`src/verilog/eval_defs.svh`:
```
//**************************************************************************
// Chess evaluator constants: widths, piece codes, material values
// and the blend pipeline constants
//**************************************************************************
`ifndef EVAL_DEFS_SVH
`define EVAL_DEFS_SVH

`define EVAL_SQUARES        64
`define EVAL_PIECE_WIDTH    4
`define EVAL_SCAN_LANES     8     // Squares summed per cycle
`define EVAL_SUM_WIDTH      24
`define EVAL_COUNT_WIDTH    7
`define EVAL_PHASE_WIDTH    6
`define EVAL_CALC_WIDTH     48    // Blend intermediates
`define EVAL_SCORE_WIDTH    20

`define EVAL_PHASE_MAX      62
`define EVAL_RECIP          16912 // 2^20 / 62, rounded down
`define EVAL_RECIP_SHIFT    20
`define EVAL_TAPER_LATENCY  4     // taper_blend stages

`define EVAL_KIND_EMPTY     0
`define EVAL_KIND_PAWN      1
`define EVAL_KIND_KNIGHT    2
`define EVAL_KIND_BISHOP    3
`define EVAL_KIND_ROOK      4
`define EVAL_KIND_QUEEN     5
`define EVAL_KIND_KING      6

// Middlegame / endgame pairs, king carries none
`define EVAL_PAWN_MG        82
`define EVAL_PAWN_EG        94
`define EVAL_KNIGHT_MG      337
`define EVAL_KNIGHT_EG      281
`define EVAL_BISHOP_MG      365
`define EVAL_BISHOP_EG      297
`define EVAL_ROOK_MG        477
`define EVAL_ROOK_EG        512
`define EVAL_QUEEN_MG       1025
`define EVAL_QUEEN_EG       936

`endif
```
`src/verilog/eval_pkg.sv`:
```
//**************************************************************************
// Evaluator types: square word, board, material and blend widths
//**************************************************************************
`include "eval_defs.svh"
`default_nettype none

package eval_pkg;

   typedef logic [`EVAL_PIECE_WIDTH-2:0] piece_kind_t;

   // One square word, read whole or split into color and kind
   typedef union packed
   {
      logic [`EVAL_PIECE_WIDTH-1:0] raw;    // Whole code, zero is empty
      struct packed
      {
         logic        black;                // Set for black pieces
         piece_kind_t kind;
      } fields;
   } square_u;

   typedef square_u [`EVAL_SQUARES-1:0] board_t;     // Square 0 in the low nibble

   typedef logic signed [`EVAL_SUM_WIDTH-1:0]   sum_t;   // White positive
   typedef logic        [`EVAL_COUNT_WIDTH-1:0] count_t;
   typedef logic        [`EVAL_PHASE_WIDTH-1:0] phase_t; // 0 to 62
   typedef logic signed [`EVAL_CALC_WIDTH-1:0]  calc_t;
   typedef logic signed [`EVAL_SCORE_WIDTH-1:0] eval_t;

endpackage

`default_nettype wire

```
`src/verilog/evaluate.sv`:
```
//**************************************************************************
// Evaluator score stage top, material and phase terms blended by phase
//**************************************************************************
`default_nettype none

module evaluate
   import eval_pkg::*;
(
   input  wire         clk,
   input  wire         reset,
   input  wire         board_valid,
   input  wire         attack_done,
   input  wire board_t board_in,
   input  wire         clear_eval,
   output eval_t       eval,
   output logic        eval_valid
);

   board_t board;                                   // Held board
   logic   term_start, timer_start, timer_done;
   sum_t   material_mg, material_eg;
   logic   material_done;
   phase_t phase;
   logic   phase_done;

   eval_control u_control
   (
      .clk           (clk),
      .reset         (reset),
      .board_valid   (board_valid),
      .attack_done   (attack_done),
      .board_in      (board_in),
      .material_done (material_done),
      .phase_done    (phase_done),
      .timer_done    (timer_done),
      .clear_eval    (clear_eval),
      .board         (board),
      .term_start    (term_start),
      .timer_start   (timer_start),
      .eval_valid    (eval_valid)
   );

   latency_timer u_timer
   (
      .clk         (clk),
      .reset       (reset),
      .timer_start (timer_start),
      .timer_done  (timer_done)
   );

   material_sum u_material
   (
      .clk           (clk),
      .reset         (reset),
      .term_start    (term_start),
      .board         (board),
      .material_mg   (material_mg),
      .material_eg   (material_eg),
      .material_done (material_done)
   );

   phase_count u_phase
   (
      .clk        (clk),
      .reset      (reset),
      .term_start (term_start),
      .board      (board),
      .phase      (phase),
      .phase_done (phase_done)
   );

   // Free running, valid once the timer expires
   taper_blend u_blend
   (
      .clk         (clk),
      .material_mg (material_mg),
      .material_eg (material_eg),
      .phase       (phase),
      .eval        (eval)
   );

endmodule

`default_nettype wire

```
`src/verilog/taper_blend.sv`:
```
//**************************************************************************
// Tapered blend pipeline, mg and eg totals weighted by phase over 62
//**************************************************************************
`include "eval_defs.svh"
`default_nettype none

module taper_blend
   import eval_pkg::*;
(
   input  wire       clk,
   input  wire sum_t material_mg,
   input  wire sum_t material_eg,
   input  wire phase_t phase,
   output eval_t     eval
);

   phase_t eg_weight;                               // 62 - phase
   calc_t  prod_mg, prod_eg;                        // Stage 1
   calc_t  blend_sum;                               // Stage 2
   calc_t  scaled;                                  // Stage 3
   calc_t  rounded;

   assign eg_weight = phase_t'(`EVAL_PHASE_MAX) - phase;

   // Bias negatives so the shift truncates toward zero like a divide
   assign rounded = scaled + (scaled[`EVAL_CALC_WIDTH-1] ?
                              calc_t'((1 << `EVAL_RECIP_SHIFT) - 1) : '0);

   always_ff @(posedge clk)
   begin
      prod_mg   <= calc_t'(material_mg) * calc_t'(phase);      // Phase zero-extended
      prod_eg   <= calc_t'(material_eg) * calc_t'(eg_weight);
      blend_sum <= prod_mg + prod_eg;
      scaled    <= blend_sum * calc_t'(`EVAL_RECIP);           // Stands in for / 62
      eval      <= eval_t'(rounded >>> `EVAL_RECIP_SHIFT);
   end

endmodule

`default_nettype wire

```
`src/verilog/phase_count.sv`:
```
//**************************************************************************
// Game phase, count of non-pawn pieces clamped to 62
//**************************************************************************
`include "eval_defs.svh"
`default_nettype none

module phase_count
   import eval_pkg::*;
(
   input  wire         clk,
   input  wire         reset,
   input  wire         term_start,
   input  wire board_t board,
   output phase_t      phase,
   output logic        phase_done
);

   logic [`EVAL_SQUARES-1:0] occupied;              // Stage one, non-pawn squares
   logic                     occ_valid;
   count_t                   occ_count;

   always_comb
   begin
      occ_count = '0;
      for (int i = 0; i < `EVAL_SQUARES; i++)
         occ_count = occ_count + count_t'(occupied[i]);
   end

   always_ff @(posedge clk)
   begin
      if (term_start)
         for (int i = 0; i < `EVAL_SQUARES; i++)
            occupied[i] <= (board[i].raw != `EVAL_PIECE_WIDTH'(`EVAL_KIND_EMPTY)) &&
                           (board[i].fields.kind != piece_kind_t'(`EVAL_KIND_PAWN));
      if (occ_valid)
      begin
         if (occ_count > count_t'(`EVAL_PHASE_MAX))
            phase <= phase_t'(`EVAL_PHASE_MAX);     // Clamp
         else
            phase <= phase_t'(occ_count);
      end
   end

   always_ff @(posedge clk)
   begin
      if (reset)
      begin
         occ_valid  <= 1'b0;
         phase_done <= 1'b0;
      end
      else
      begin
         occ_valid <= term_start;
         if (term_start)
            phase_done <= 1'b0;
         else if (occ_valid)
            phase_done <= 1'b1;                     // Held until next term_start
      end
   end

   // Once done, phase holds steady and in range until the next run
   assert property (@(posedge clk) disable iff (reset)
                    phase_done && !term_start |=>
                       $stable(phase) && phase <= phase_t'(`EVAL_PHASE_MAX));

endmodule

`default_nettype wire

```
`src/verilog/material_sum.sv`:
```
//**************************************************************************
// Material scanner, eight squares per cycle into mg and eg totals
//**************************************************************************
`include "eval_defs.svh"
`default_nettype none

module material_sum
   import eval_pkg::*;
(
   input  wire         clk,
   input  wire         reset,
   input  wire         term_start,
   input  wire board_t board,
   output sum_t        material_mg,
   output sum_t        material_eg,
   output logic        material_done
);

   logic [2:0] group;                               // Next lane group
   logic [2:0] grp;                                 // Group decoded this cycle
   logic       busy;
   square_u    sq;
   sum_t       lane_mg, lane_eg;                    // Signed sum of one group

   function automatic sum_t piece_value(input piece_kind_t kind, input logic eg);
      case (kind)
         piece_kind_t'(`EVAL_KIND_PAWN):   piece_value = eg ? sum_t'(`EVAL_PAWN_EG)
                                                            : sum_t'(`EVAL_PAWN_MG);
         piece_kind_t'(`EVAL_KIND_KNIGHT): piece_value = eg ? sum_t'(`EVAL_KNIGHT_EG)
                                                            : sum_t'(`EVAL_KNIGHT_MG);
         piece_kind_t'(`EVAL_KIND_BISHOP): piece_value = eg ? sum_t'(`EVAL_BISHOP_EG)
                                                            : sum_t'(`EVAL_BISHOP_MG);
         piece_kind_t'(`EVAL_KIND_ROOK):   piece_value = eg ? sum_t'(`EVAL_ROOK_EG)
                                                            : sum_t'(`EVAL_ROOK_MG);
         piece_kind_t'(`EVAL_KIND_QUEEN):  piece_value = eg ? sum_t'(`EVAL_QUEEN_EG)
                                                            : sum_t'(`EVAL_QUEEN_MG);
         default:                          piece_value = '0;   // King, empty
      endcase
   endfunction

   assign grp = term_start ? 3'd0 : group;          // Group 0 rides on the start

   always_comb
   begin
      lane_mg = '0;
      lane_eg = '0;
      sq      = '0;
      for (int l = 0; l < `EVAL_SCAN_LANES; l++)
      begin
         sq = board[{grp, 3'(l)}];
         if (sq.fields.black)                       // Black counts against white
         begin
            lane_mg = lane_mg - piece_value(sq.fields.kind, 1'b0);
            lane_eg = lane_eg - piece_value(sq.fields.kind, 1'b1);
         end
         else
         begin
            lane_mg = lane_mg + piece_value(sq.fields.kind, 1'b0);
            lane_eg = lane_eg + piece_value(sq.fields.kind, 1'b1);
         end
      end
   end

   always_ff @(posedge clk)
   begin
      if (reset)
      begin
         group         <= '0;
         busy          <= 1'b0;
         material_done <= 1'b0;
      end
      else if (term_start)
      begin
         group         <= 3'd1;
         busy          <= 1'b1;
         material_done <= 1'b0;
      end
      else if (busy)
      begin
         group <= group + 3'd1;                     // Wraps to 0 after the last group
         if (group == 3'd7)
         begin
            busy          <= 1'b0;
            material_done <= 1'b1;                  // Held until next term_start
         end
      end
   end

   always_ff @(posedge clk)
   begin
      if (term_start)
      begin
         material_mg <= lane_mg;                    // Old total dropped, group 0 loaded
         material_eg <= lane_eg;
      end
      else if (busy)
      begin
         material_mg <= material_mg + lane_mg;
         material_eg <= material_eg + lane_eg;
      end
   end

endmodule

`default_nettype wire

```
`src/verilog/latency_timer.sv`:
```
//**************************************************************************
// Blend latency timer, counts the taper pipeline depth
//**************************************************************************
`include "eval_defs.svh"
`default_nettype none

module latency_timer
(
   input  wire  clk,
   input  wire  reset,
   input  wire  timer_start,
   output logic timer_done
);

   logic [2:0] count;                               // Zero when idle

   assign timer_done = (count == 3'd1);             // Final count

   always_ff @(posedge clk)
   begin
      if (reset)
         count <= '0;
      else if (timer_start)
         count <= 3'(`EVAL_TAPER_LATENCY);
      else if (count != '0)
         count <= count - 3'd1;
   end

   // Done only ever answers a start exactly one pipeline depth back
   assert property (@(posedge clk) disable iff (reset)
                    timer_done |-> $past(timer_start, `EVAL_TAPER_LATENCY));

endmodule

`default_nettype wire

```
`src/verilog/eval_control.sv`:
```
//**************************************************************************
// Evaluation sequencer: board capture, term start, blend wait, result hold
//**************************************************************************
`default_nettype none

module eval_control
   import eval_pkg::*;
(
   input  wire         clk,
   input  wire         reset,
   input  wire         board_valid,
   input  wire         attack_done,
   input  wire board_t board_in,
   input  wire         material_done,
   input  wire         phase_done,
   input  wire         timer_done,
   input  wire         clear_eval,
   output board_t      board,
   output logic        term_start,
   output logic        timer_start,
   output logic        eval_valid
);

   localparam logic [2:0] S_IDLE        = 3'd0;
   localparam logic [2:0] S_WAIT_ATTACK = 3'd1;
   localparam logic [2:0] S_WAIT_TERMS  = 3'd2;
   localparam logic [2:0] S_WAIT_BLEND  = 3'd3;
   localparam logic [2:0] S_HOLD        = 3'd4;

   logic [2:0] state;
   logic       board_valid_r;                       // Previous board_valid for edge detect

   always_ff @(posedge clk)
   begin
      if (state == S_IDLE)
         board <= board_in;                         // Follows input until the edge
   end

   always_ff @(posedge clk)
   begin
      if (reset)
      begin
         state         <= S_IDLE;
         board_valid_r <= 1'b0;
         term_start    <= 1'b0;
         timer_start   <= 1'b0;
         eval_valid    <= 1'b0;
      end
      else
      begin
         term_start    <= 1'b0;                     // Single-cycle pulses
         timer_start   <= 1'b0;
         board_valid_r <= 1'b1;                     // Edges masked outside idle
         case (state)
            S_IDLE:
            begin
               board_valid_r <= board_valid;
               if (board_valid && !board_valid_r)
                  state <= S_WAIT_ATTACK;
            end
            S_WAIT_ATTACK:
            begin
               if (attack_done)
               begin
                  term_start <= 1'b1;
                  state      <= S_WAIT_TERMS;
               end
            end
            S_WAIT_TERMS:
            begin
               // Done levels from the last board are still up during term_start
               if (!term_start && material_done && phase_done)
               begin
                  timer_start <= 1'b1;
                  state       <= S_WAIT_BLEND;
               end
            end
            S_WAIT_BLEND:
            begin
               if (timer_done)
               begin
                  eval_valid <= 1'b1;
                  state      <= S_HOLD;
               end
            end
            S_HOLD:
            begin
               if (clear_eval)
               begin
                  eval_valid <= 1'b0;
                  state      <= S_IDLE;
               end
            end
            default:
               state <= S_IDLE;
         endcase
      end
   end

   // A fresh term run never coincides with a held result
   assert property (@(posedge clk) disable iff (reset) term_start |=> !eval_valid);

endmodule

`default_nettype wire

```
`config.mk`:
```
export PLATFORM = sky130hd
export DESIGN_NAME = evaluate
export DESIGN_NICKNAME = d
export VERILOG_FILES = /design/src/verilog/eval_pkg.sv /design/src/verilog/evaluate.sv /design/src/verilog/taper_blend.sv /design/src/verilog/phase_count.sv /design/src/verilog/material_sum.sv /design/src/verilog/latency_timer.sv /design/src/verilog/eval_control.sv
export VERILOG_INCLUDE_DIRS = /design/src /design/src/verilog
export SDC_FILE = /design/constraint.sdc
export NUM_CORES = 2
export LEC_CHECK = 0
export BUFFER_PORTS_ARGS = -buffer_cell sky130_fd_sc_hd__clkbuf_2
export CORE_MARGIN = 5
export CORE_UTILIZATION = 45
export DETAILED_ROUTE_END_ITERATION = 16
export GPL_ROUTABILITY_DRIVEN = 0
export PLACE_DENSITY_LB_ADDON = 0.05
export SYNTH_ARGS = -nofsm -noshare
export SYNTH_HDL_FRONTEND = slang
export SYNTH_SLANG_ARGS = --single-unit
```
`constraint.sdc`:
```
create_clock -name clk -period 25.7 [get_ports clk]
set_input_delay 1.285 -clock clk [delete_from_list [all_inputs] [get_ports clk]]
set_output_delay 1.285 -clock clk [all_outputs]
set_load 0.01 [all_outputs]
```
* After elaboration in Yosys (flattened, before gate mapping)
Index checks and enable logic that the tools add are counted.
** Word-level totals
- Bits in registers :: 599
- Input port bits :: 261
** Operators by class
- $add $sub $neg :: 100
- Multiply operators :: 3
- $lt $le $gt $ge :: 9
- Equality and inequality tests :: 115
- Mux-type cells :: 103
- Bitwise gates (word level) :: 2
- Reduce and logical (&&, ||, !) cells :: 145
** Operators with widths (count)
- 24-bit 2-to-1 mux :: 50
- 11-bit case mux with 5 select lines :: 8
- 7-bit by 1-bit adder with 7-bit output :: 62
- 10-bit case mux with 5 select lines :: 8
- 24-bit adder :: 16
- 24-bit subtractor :: 14
- 4-bit nonzero test :: 64
- 3-bit by 1-bit inequality test with 1-bit output (second input constant) :: 64
- 4-bit binary-select mux with 3-bit select :: 8
- 1-bit logical AND :: 67
- 24-bit by 7-bit multiplier with 31-bit output :: 2
- 6-bit by 7-bit less-than comparator with 1-bit output (second input constant) :: 8
- 3-bit by 2-bit == test with 1-bit output (second input constant) :: 18
- 3-bit == test (second input constant) :: 18
- 48-bit adder :: 1
- 48-bit by 12-bit multiplier with 44-bit output (second input constant) :: 1
- 1-bit by 24-bit subtractor with 24-bit output (first input constant) :: 2
- 40-bit adder :: 1
- 4-bit 2-to-1 mux :: 8
- 3-bit by 1-bit == test with 1-bit output (second input constant) :: 10
- 3-bit 2-to-1 mux :: 8
- 20-bit 2-to-1 mux :: 1
- 3-bit case mux with 5 select lines :: 1
- 1-bit 2-to-1 mux :: 10
- 17 further kinds :: 27

* Logic depth before layout (Yosys ltp)
- Word-level depth :: 64
- Gate-level depth with buffers :: 76

* Hierarchy
From an unflattened synthesis, not the netlist that was laid out.
** Unflattened totals
- Cell total of the unflattened synthesis :: 6101
- Area, all modules :: 55901.1 µm²
** By module, submodules not included
- material_sum :: times used 1, cells each 3247, area each 24013.0 µm², seq. area each 1541.5 µm²
- taper_blend :: times used 1, cells each 2079, area each 18885.6 µm², seq. area each 3022.9 µm²
- eval_control :: times used 1, cells each 293, area each 8039.0 µm², seq. area each 7827.5 µm²
- phase_count :: times used 1, cells each 464, area each 4783.3 µm², seq. area each 2142.1 µm²
- latency_timer :: times used 1, cells each 18, area each 180.2 µm², seq. area each 60.1 µm²

* Worst setup path after synthesis
OpenSTA, ideal clock, no wires.
- Kind :: register -> register
- Start point :: reg u_control.state[0]
- End point :: reg u_control.board_valid_r
- Arrival :: 18.485 ns
- Required time :: 24.935 ns
- Path slack :: 6.450 ns
- Stages on the path, launching flop included :: 4
- Buffers on the path :: 1
- Period minus slack after synthesis :: 19.250 ns
- Path through :: dfxtp_1 > clkbuf_1 > nor3_1 > a21oi_1
** On the way
- Longest elaborated chain between the ends :: 2
** RTL lines
- from (decl) :: line eval_control.sv:30 : logic [2:0] state;
- from (signal assigned) :: line eval_control.sv:43 : state <= S_IDLE;
- from (signal assigned) :: line eval_control.sv:59 : state <= S_WAIT_ATTACK;
- from (signal assigned) :: line eval_control.sv:66 : state <= S_WAIT_TERMS;
- 3-bit zero test :: line eval_control.sv:54 : case (state)
- 1-bit 2-to-1 mux :: line eval_control.sv:54
- to (signal assigned) :: line eval_control.sv:57 : board_valid_r <= board_valid;
- to (decl) :: line eval_control.sv:31 : logic board_valid_r;
Every way passes these cells.
A chain may end at the register's enable or synchronous reset.

* Final worst setup path
- Start point :: reg u_material.group[2]
- End point :: reg u_material.material_mg[23] (data pin)
** On the way
- Longest elaborated chain between the ends :: 25
** RTL lines
- from (decl) :: line material_sum.sv:19 : logic [2:0] group;
- from (signal assigned) :: line material_sum.sv:80 : group <= group + 3'd1;
- 3-bit 2-to-1 mux * :: line material_sum.sv:41 : assign grp = term_start ? 3'd0 : group;
- 4-bit binary-select mux with 3-bit select :: line material_sum.sv:50 : sq = board[{grp, 3'(l)}];
- 4-bit 2-to-1 mux (implied by the code) :: line material_sum.sv:50
- 3-bit == test (tied with other cells) :: line material_sum.sv:26 : case (kind)
- 11-bit case mux with 5 select lines :: line material_sum.sv:26
- 24-bit 2-to-1 mux :: line material_sum.sv:51 : if (sq.fields.black)
- 1-bit by 24-bit subtractor with 24-bit output :: line material_sum.sv:53 : lane_mg = lane_mg - piece_value(sq.fields.kind, 1'b0);
- 24-bit 2-to-1 mux :: line material_sum.sv:51
- [9 not listed]
- 24-bit 2-to-1 mux :: line material_sum.sv:51
- 24-bit adder / 24-bit subtractor (equally long branches) :: line material_sum.sv:58, material_sum.sv:53
- 24-bit 2-to-1 mux :: line material_sum.sv:51
- 24-bit adder / 24-bit subtractor (equally long branches) :: line material_sum.sv:58, material_sum.sv:53
- 24-bit 2-to-1 mux * :: line material_sum.sv:51
- 24-bit adder :: line material_sum.sv:98 : material_mg <= material_mg + lane_mg;
- 24-bit 2-to-1 mux :: line material_sum.sv:96 : else if (busy)
- 24-bit 2-to-1 mux * :: line material_sum.sv:91 : if (term_start)
- to (signal assigned) :: line material_sum.sv:93 : material_mg <= lane_mg;
- to (signal assigned) :: line material_sum.sv:98
- to (decl) :: line material_sum.sv:14 : output sum_t material_mg,
Mark *: on every way between the ends. The rest lies on a longest branch, timed or not. The select of a mux whose other input is x is not followed.

==> impl_results.md <==
* Yosys warning total at 0
* RSZ-0062 raised after global routing: false
* Die area at 130300 µm²
* Seq/Total Area, Yosys at 26.76%
* R2R depth at 63
* Initial Util at 45.42%
* Syn Area/Cell at 9.131 µm²
* Worst-path fanout max at 39
* Vias per inst at 5.383
* Final Instance Area at 60910 µm²
* Vias at 43020
* Worst Hold Depth at 0
* Final hold viol count at 0
* Core Area at 122000 µm²
* Drt wl/cell at 19.03 µm
* Syn_nets at 7318
* Relative slew slack at 21.36%
* Largest net degree at the start of global routing at 179
* Setup TNS at 0 ns
* EDFF count, synth at 374
* Post-DP HPWL at 126000 µm
* Die Height at 361.0 µm
* CTS tree: built
* Commonest non-fill, non-tap cell in the layout: inv_1
* Setup violations, final at 0
* # hold bufs at CTS at 0
* CP delay by family, top: compound AO/OA/AOI/OAI gates
* Max-Cap Viols at 0
* Crit path buf inv count at 4
* CP Class: reg -> reg
* Initial antenna violation count at 14
* # rows at 128
* Hold/Removal Path Class: reg -> reg
* Crit start category: register
* PortBufs at 281
* CP max stage delay at 0.60 ns
* Fin crit period at 15.06 ns
* Clock Pin Slew Worst Setup and Hold Paths at 0.06 ns
* Clock Skew at 0.04232 ns
* 1st-iter DRT viols at 2378
* Fmax at 66.39 MHz
* Die X-Extent at 361.0 µm
* Post-CTS setup buffer count at 0
* Most frequent cells in the layout: inv_1 (720), ha_1 (685), a21oi_1 (481), nor2_1 (438), nand2_1 (405)
* CP required at 26.09 ns
* Arrival @ worst endpoint at 15.45 ns
* Top cell type's share of synthesized area at 20.26%
* Area growth syn-to-layout at 9.896%
* Ratio of cells with drive above 1 in the final layout at 8.505%
* Synth top area cells: edfxtp_1 (20%), ha_1 (15%), fa_1 (11%)
* GRT Total Usage at 22.93%
* Fin util at 49.91%
* Num CTS Buffers at 66
* Total Wirelength at 152100 µm
* Cell Area, Synth at 55430 µm²
* Worst setup EP type: register
* Worst-Margin Slew at 1.177 ns
* Top FF cell, synth: edfxtp_1
* Remaining antenna violation count after routing at 0
* Status: complete, no violations
* Fin crit share at 58.61%
* Unique cell type count in the Yosys netlist at 95
* Gr ovfl total at 0
* Async S/R FF share, synth at 0%
* Critical path's slowest cell: dfxtp_4
* Mapped Cells at 6070
* Clock tree buffer depth at 3
* Yosys reg bits at 554
* Clk root buf: clkbuf_16
* CTS Sinks at 554
* Yosys top cell by area: edfxtp_1
* H-tree depth at 3
* Clock Latency Late Sink at 0.68 ns
* # IOs at 282
* Vias in the first global route at 43430
* Cells resized by post-CTS repair at 0
* Critical Path Stages at 63
* First-pass GRT wire length at 237800 µm
* Final Net Count at 7559
* Post-DP Area at 58680 µm²
* DRC errors left at 0
* DR pass1 iterations at 6
* Slew Limit Fails at 0
## kinds of logic after synthesis
kind of cell / after synthesis / share of synthesized area, %
AO/OA/AOI/OAI: 1526 / 17.26
multiplexers: 99 / 2.284
AND/OR/NAND/NOR: 1523 / 13.19
flip-flops: 554 / 26.76
XOR/XNOR: 496 / 7.939
adder cells (fa/ha/maj): 987 / 26.37
buffers and inverters: 885 / 6.192
## final cells by class
type	instances	area [µm²]
fillers	11750	61120
repair buffers	335	1824
diodes	5	12.51
flip-flops and latches	554	14850
clock buffers	85	1773
well taps	1625	2033
multi-input cells	4631	37260
clock inverters	33	445.4
inverters	723	2714
## path summary, 6_finish.rpt
check	from	endpoint	slack [ns]
max	u_material.group[2]$_SDFFE_PP0P_	u_material.material_mg[23]$_DFFE_PP_	10.64
min reg2reg	u_blend.blend_sum[0]$_DFF_P_	u_blend.scaled[4]$_DFF_P_	0.37
max reg2reg	u_material.group[2]$_SDFFE_PP0P_	u_material.material_mg[23]$_DFFE_PP_	10.64
min	u_blend.blend_sum[0]$_DFF_P_	u_blend.scaled[4]$_DFF_P_	0.37
## synthesized netlist by cell type (166+ instances only)
cell type,count
o21ai_0,351
inv_1,720
a21oi_1,483
ha_1,685
a21o_1,166
fa_1,302
edfxtp_1,374
nor2_1,438
nand2_1,405
xnor2_1,368
and2_1,180
dfxtp_1,180
## sequential cells by signal (all words and copies together) (netlist names), 3 cells and up
| register | cells |
|---|---|
| u_blend.prod_mg | 31 |
| u_blend.blend_sum | 44 |
| u_blend.eval | 20 |
| u_control.state | 3 |
| u_blend.prod_eg | 31 |
| u_control.board | 256 |
| u_timer.count | 3 |
| u_material.material_mg | 24 |
| u_material.material_eg | 24 |
| u_phase.phase | 6 |
| u_phase.occupied | 64 |
| u_blend.scaled | 37 |
| u_material.group | 3 |
## worst reg2reg max path: cells and delay by family, from the launching register on
family	cells	cell delay, ns
buf+inv	4	1.26
compound gates	25	5.22
fa+ha+maj	9	2.74
xor+xnor	8	1.42
flops	1	0.60
mux	1	0.55
simple gates	16	3.00
## metal layers
metal / up-vias / track usage (%) / part of all wire [%]
li1: 21580 / - / -
met1: 20380 / 28.19 / 43
met2: 802 / 40.14 / 49
met3: 260 / 3.222 / 3.8
met4: 2 / 10.11 / 4.7
met5: - / 0 / 0.0085
## per-stage QoR
stage / std cells / setup WS, ns / hold slack (ns)
after detailed placement: 7868 / 10.73 / 0.3718
after global placement: 7868 / 10.94 / 0.3680
after global routing: 7991 / 9.245 / 0.3885
after CTS: 7986 / 10.68 / 0.3799
final: 7991 / 10.64 / 0.3738
after floorplan: 6070 / 6.450 / 0.3368
Power is left out: the tool's default activity adds up to more than one toggle a clock period on the data nets, which glitch-free logic cannot reach.
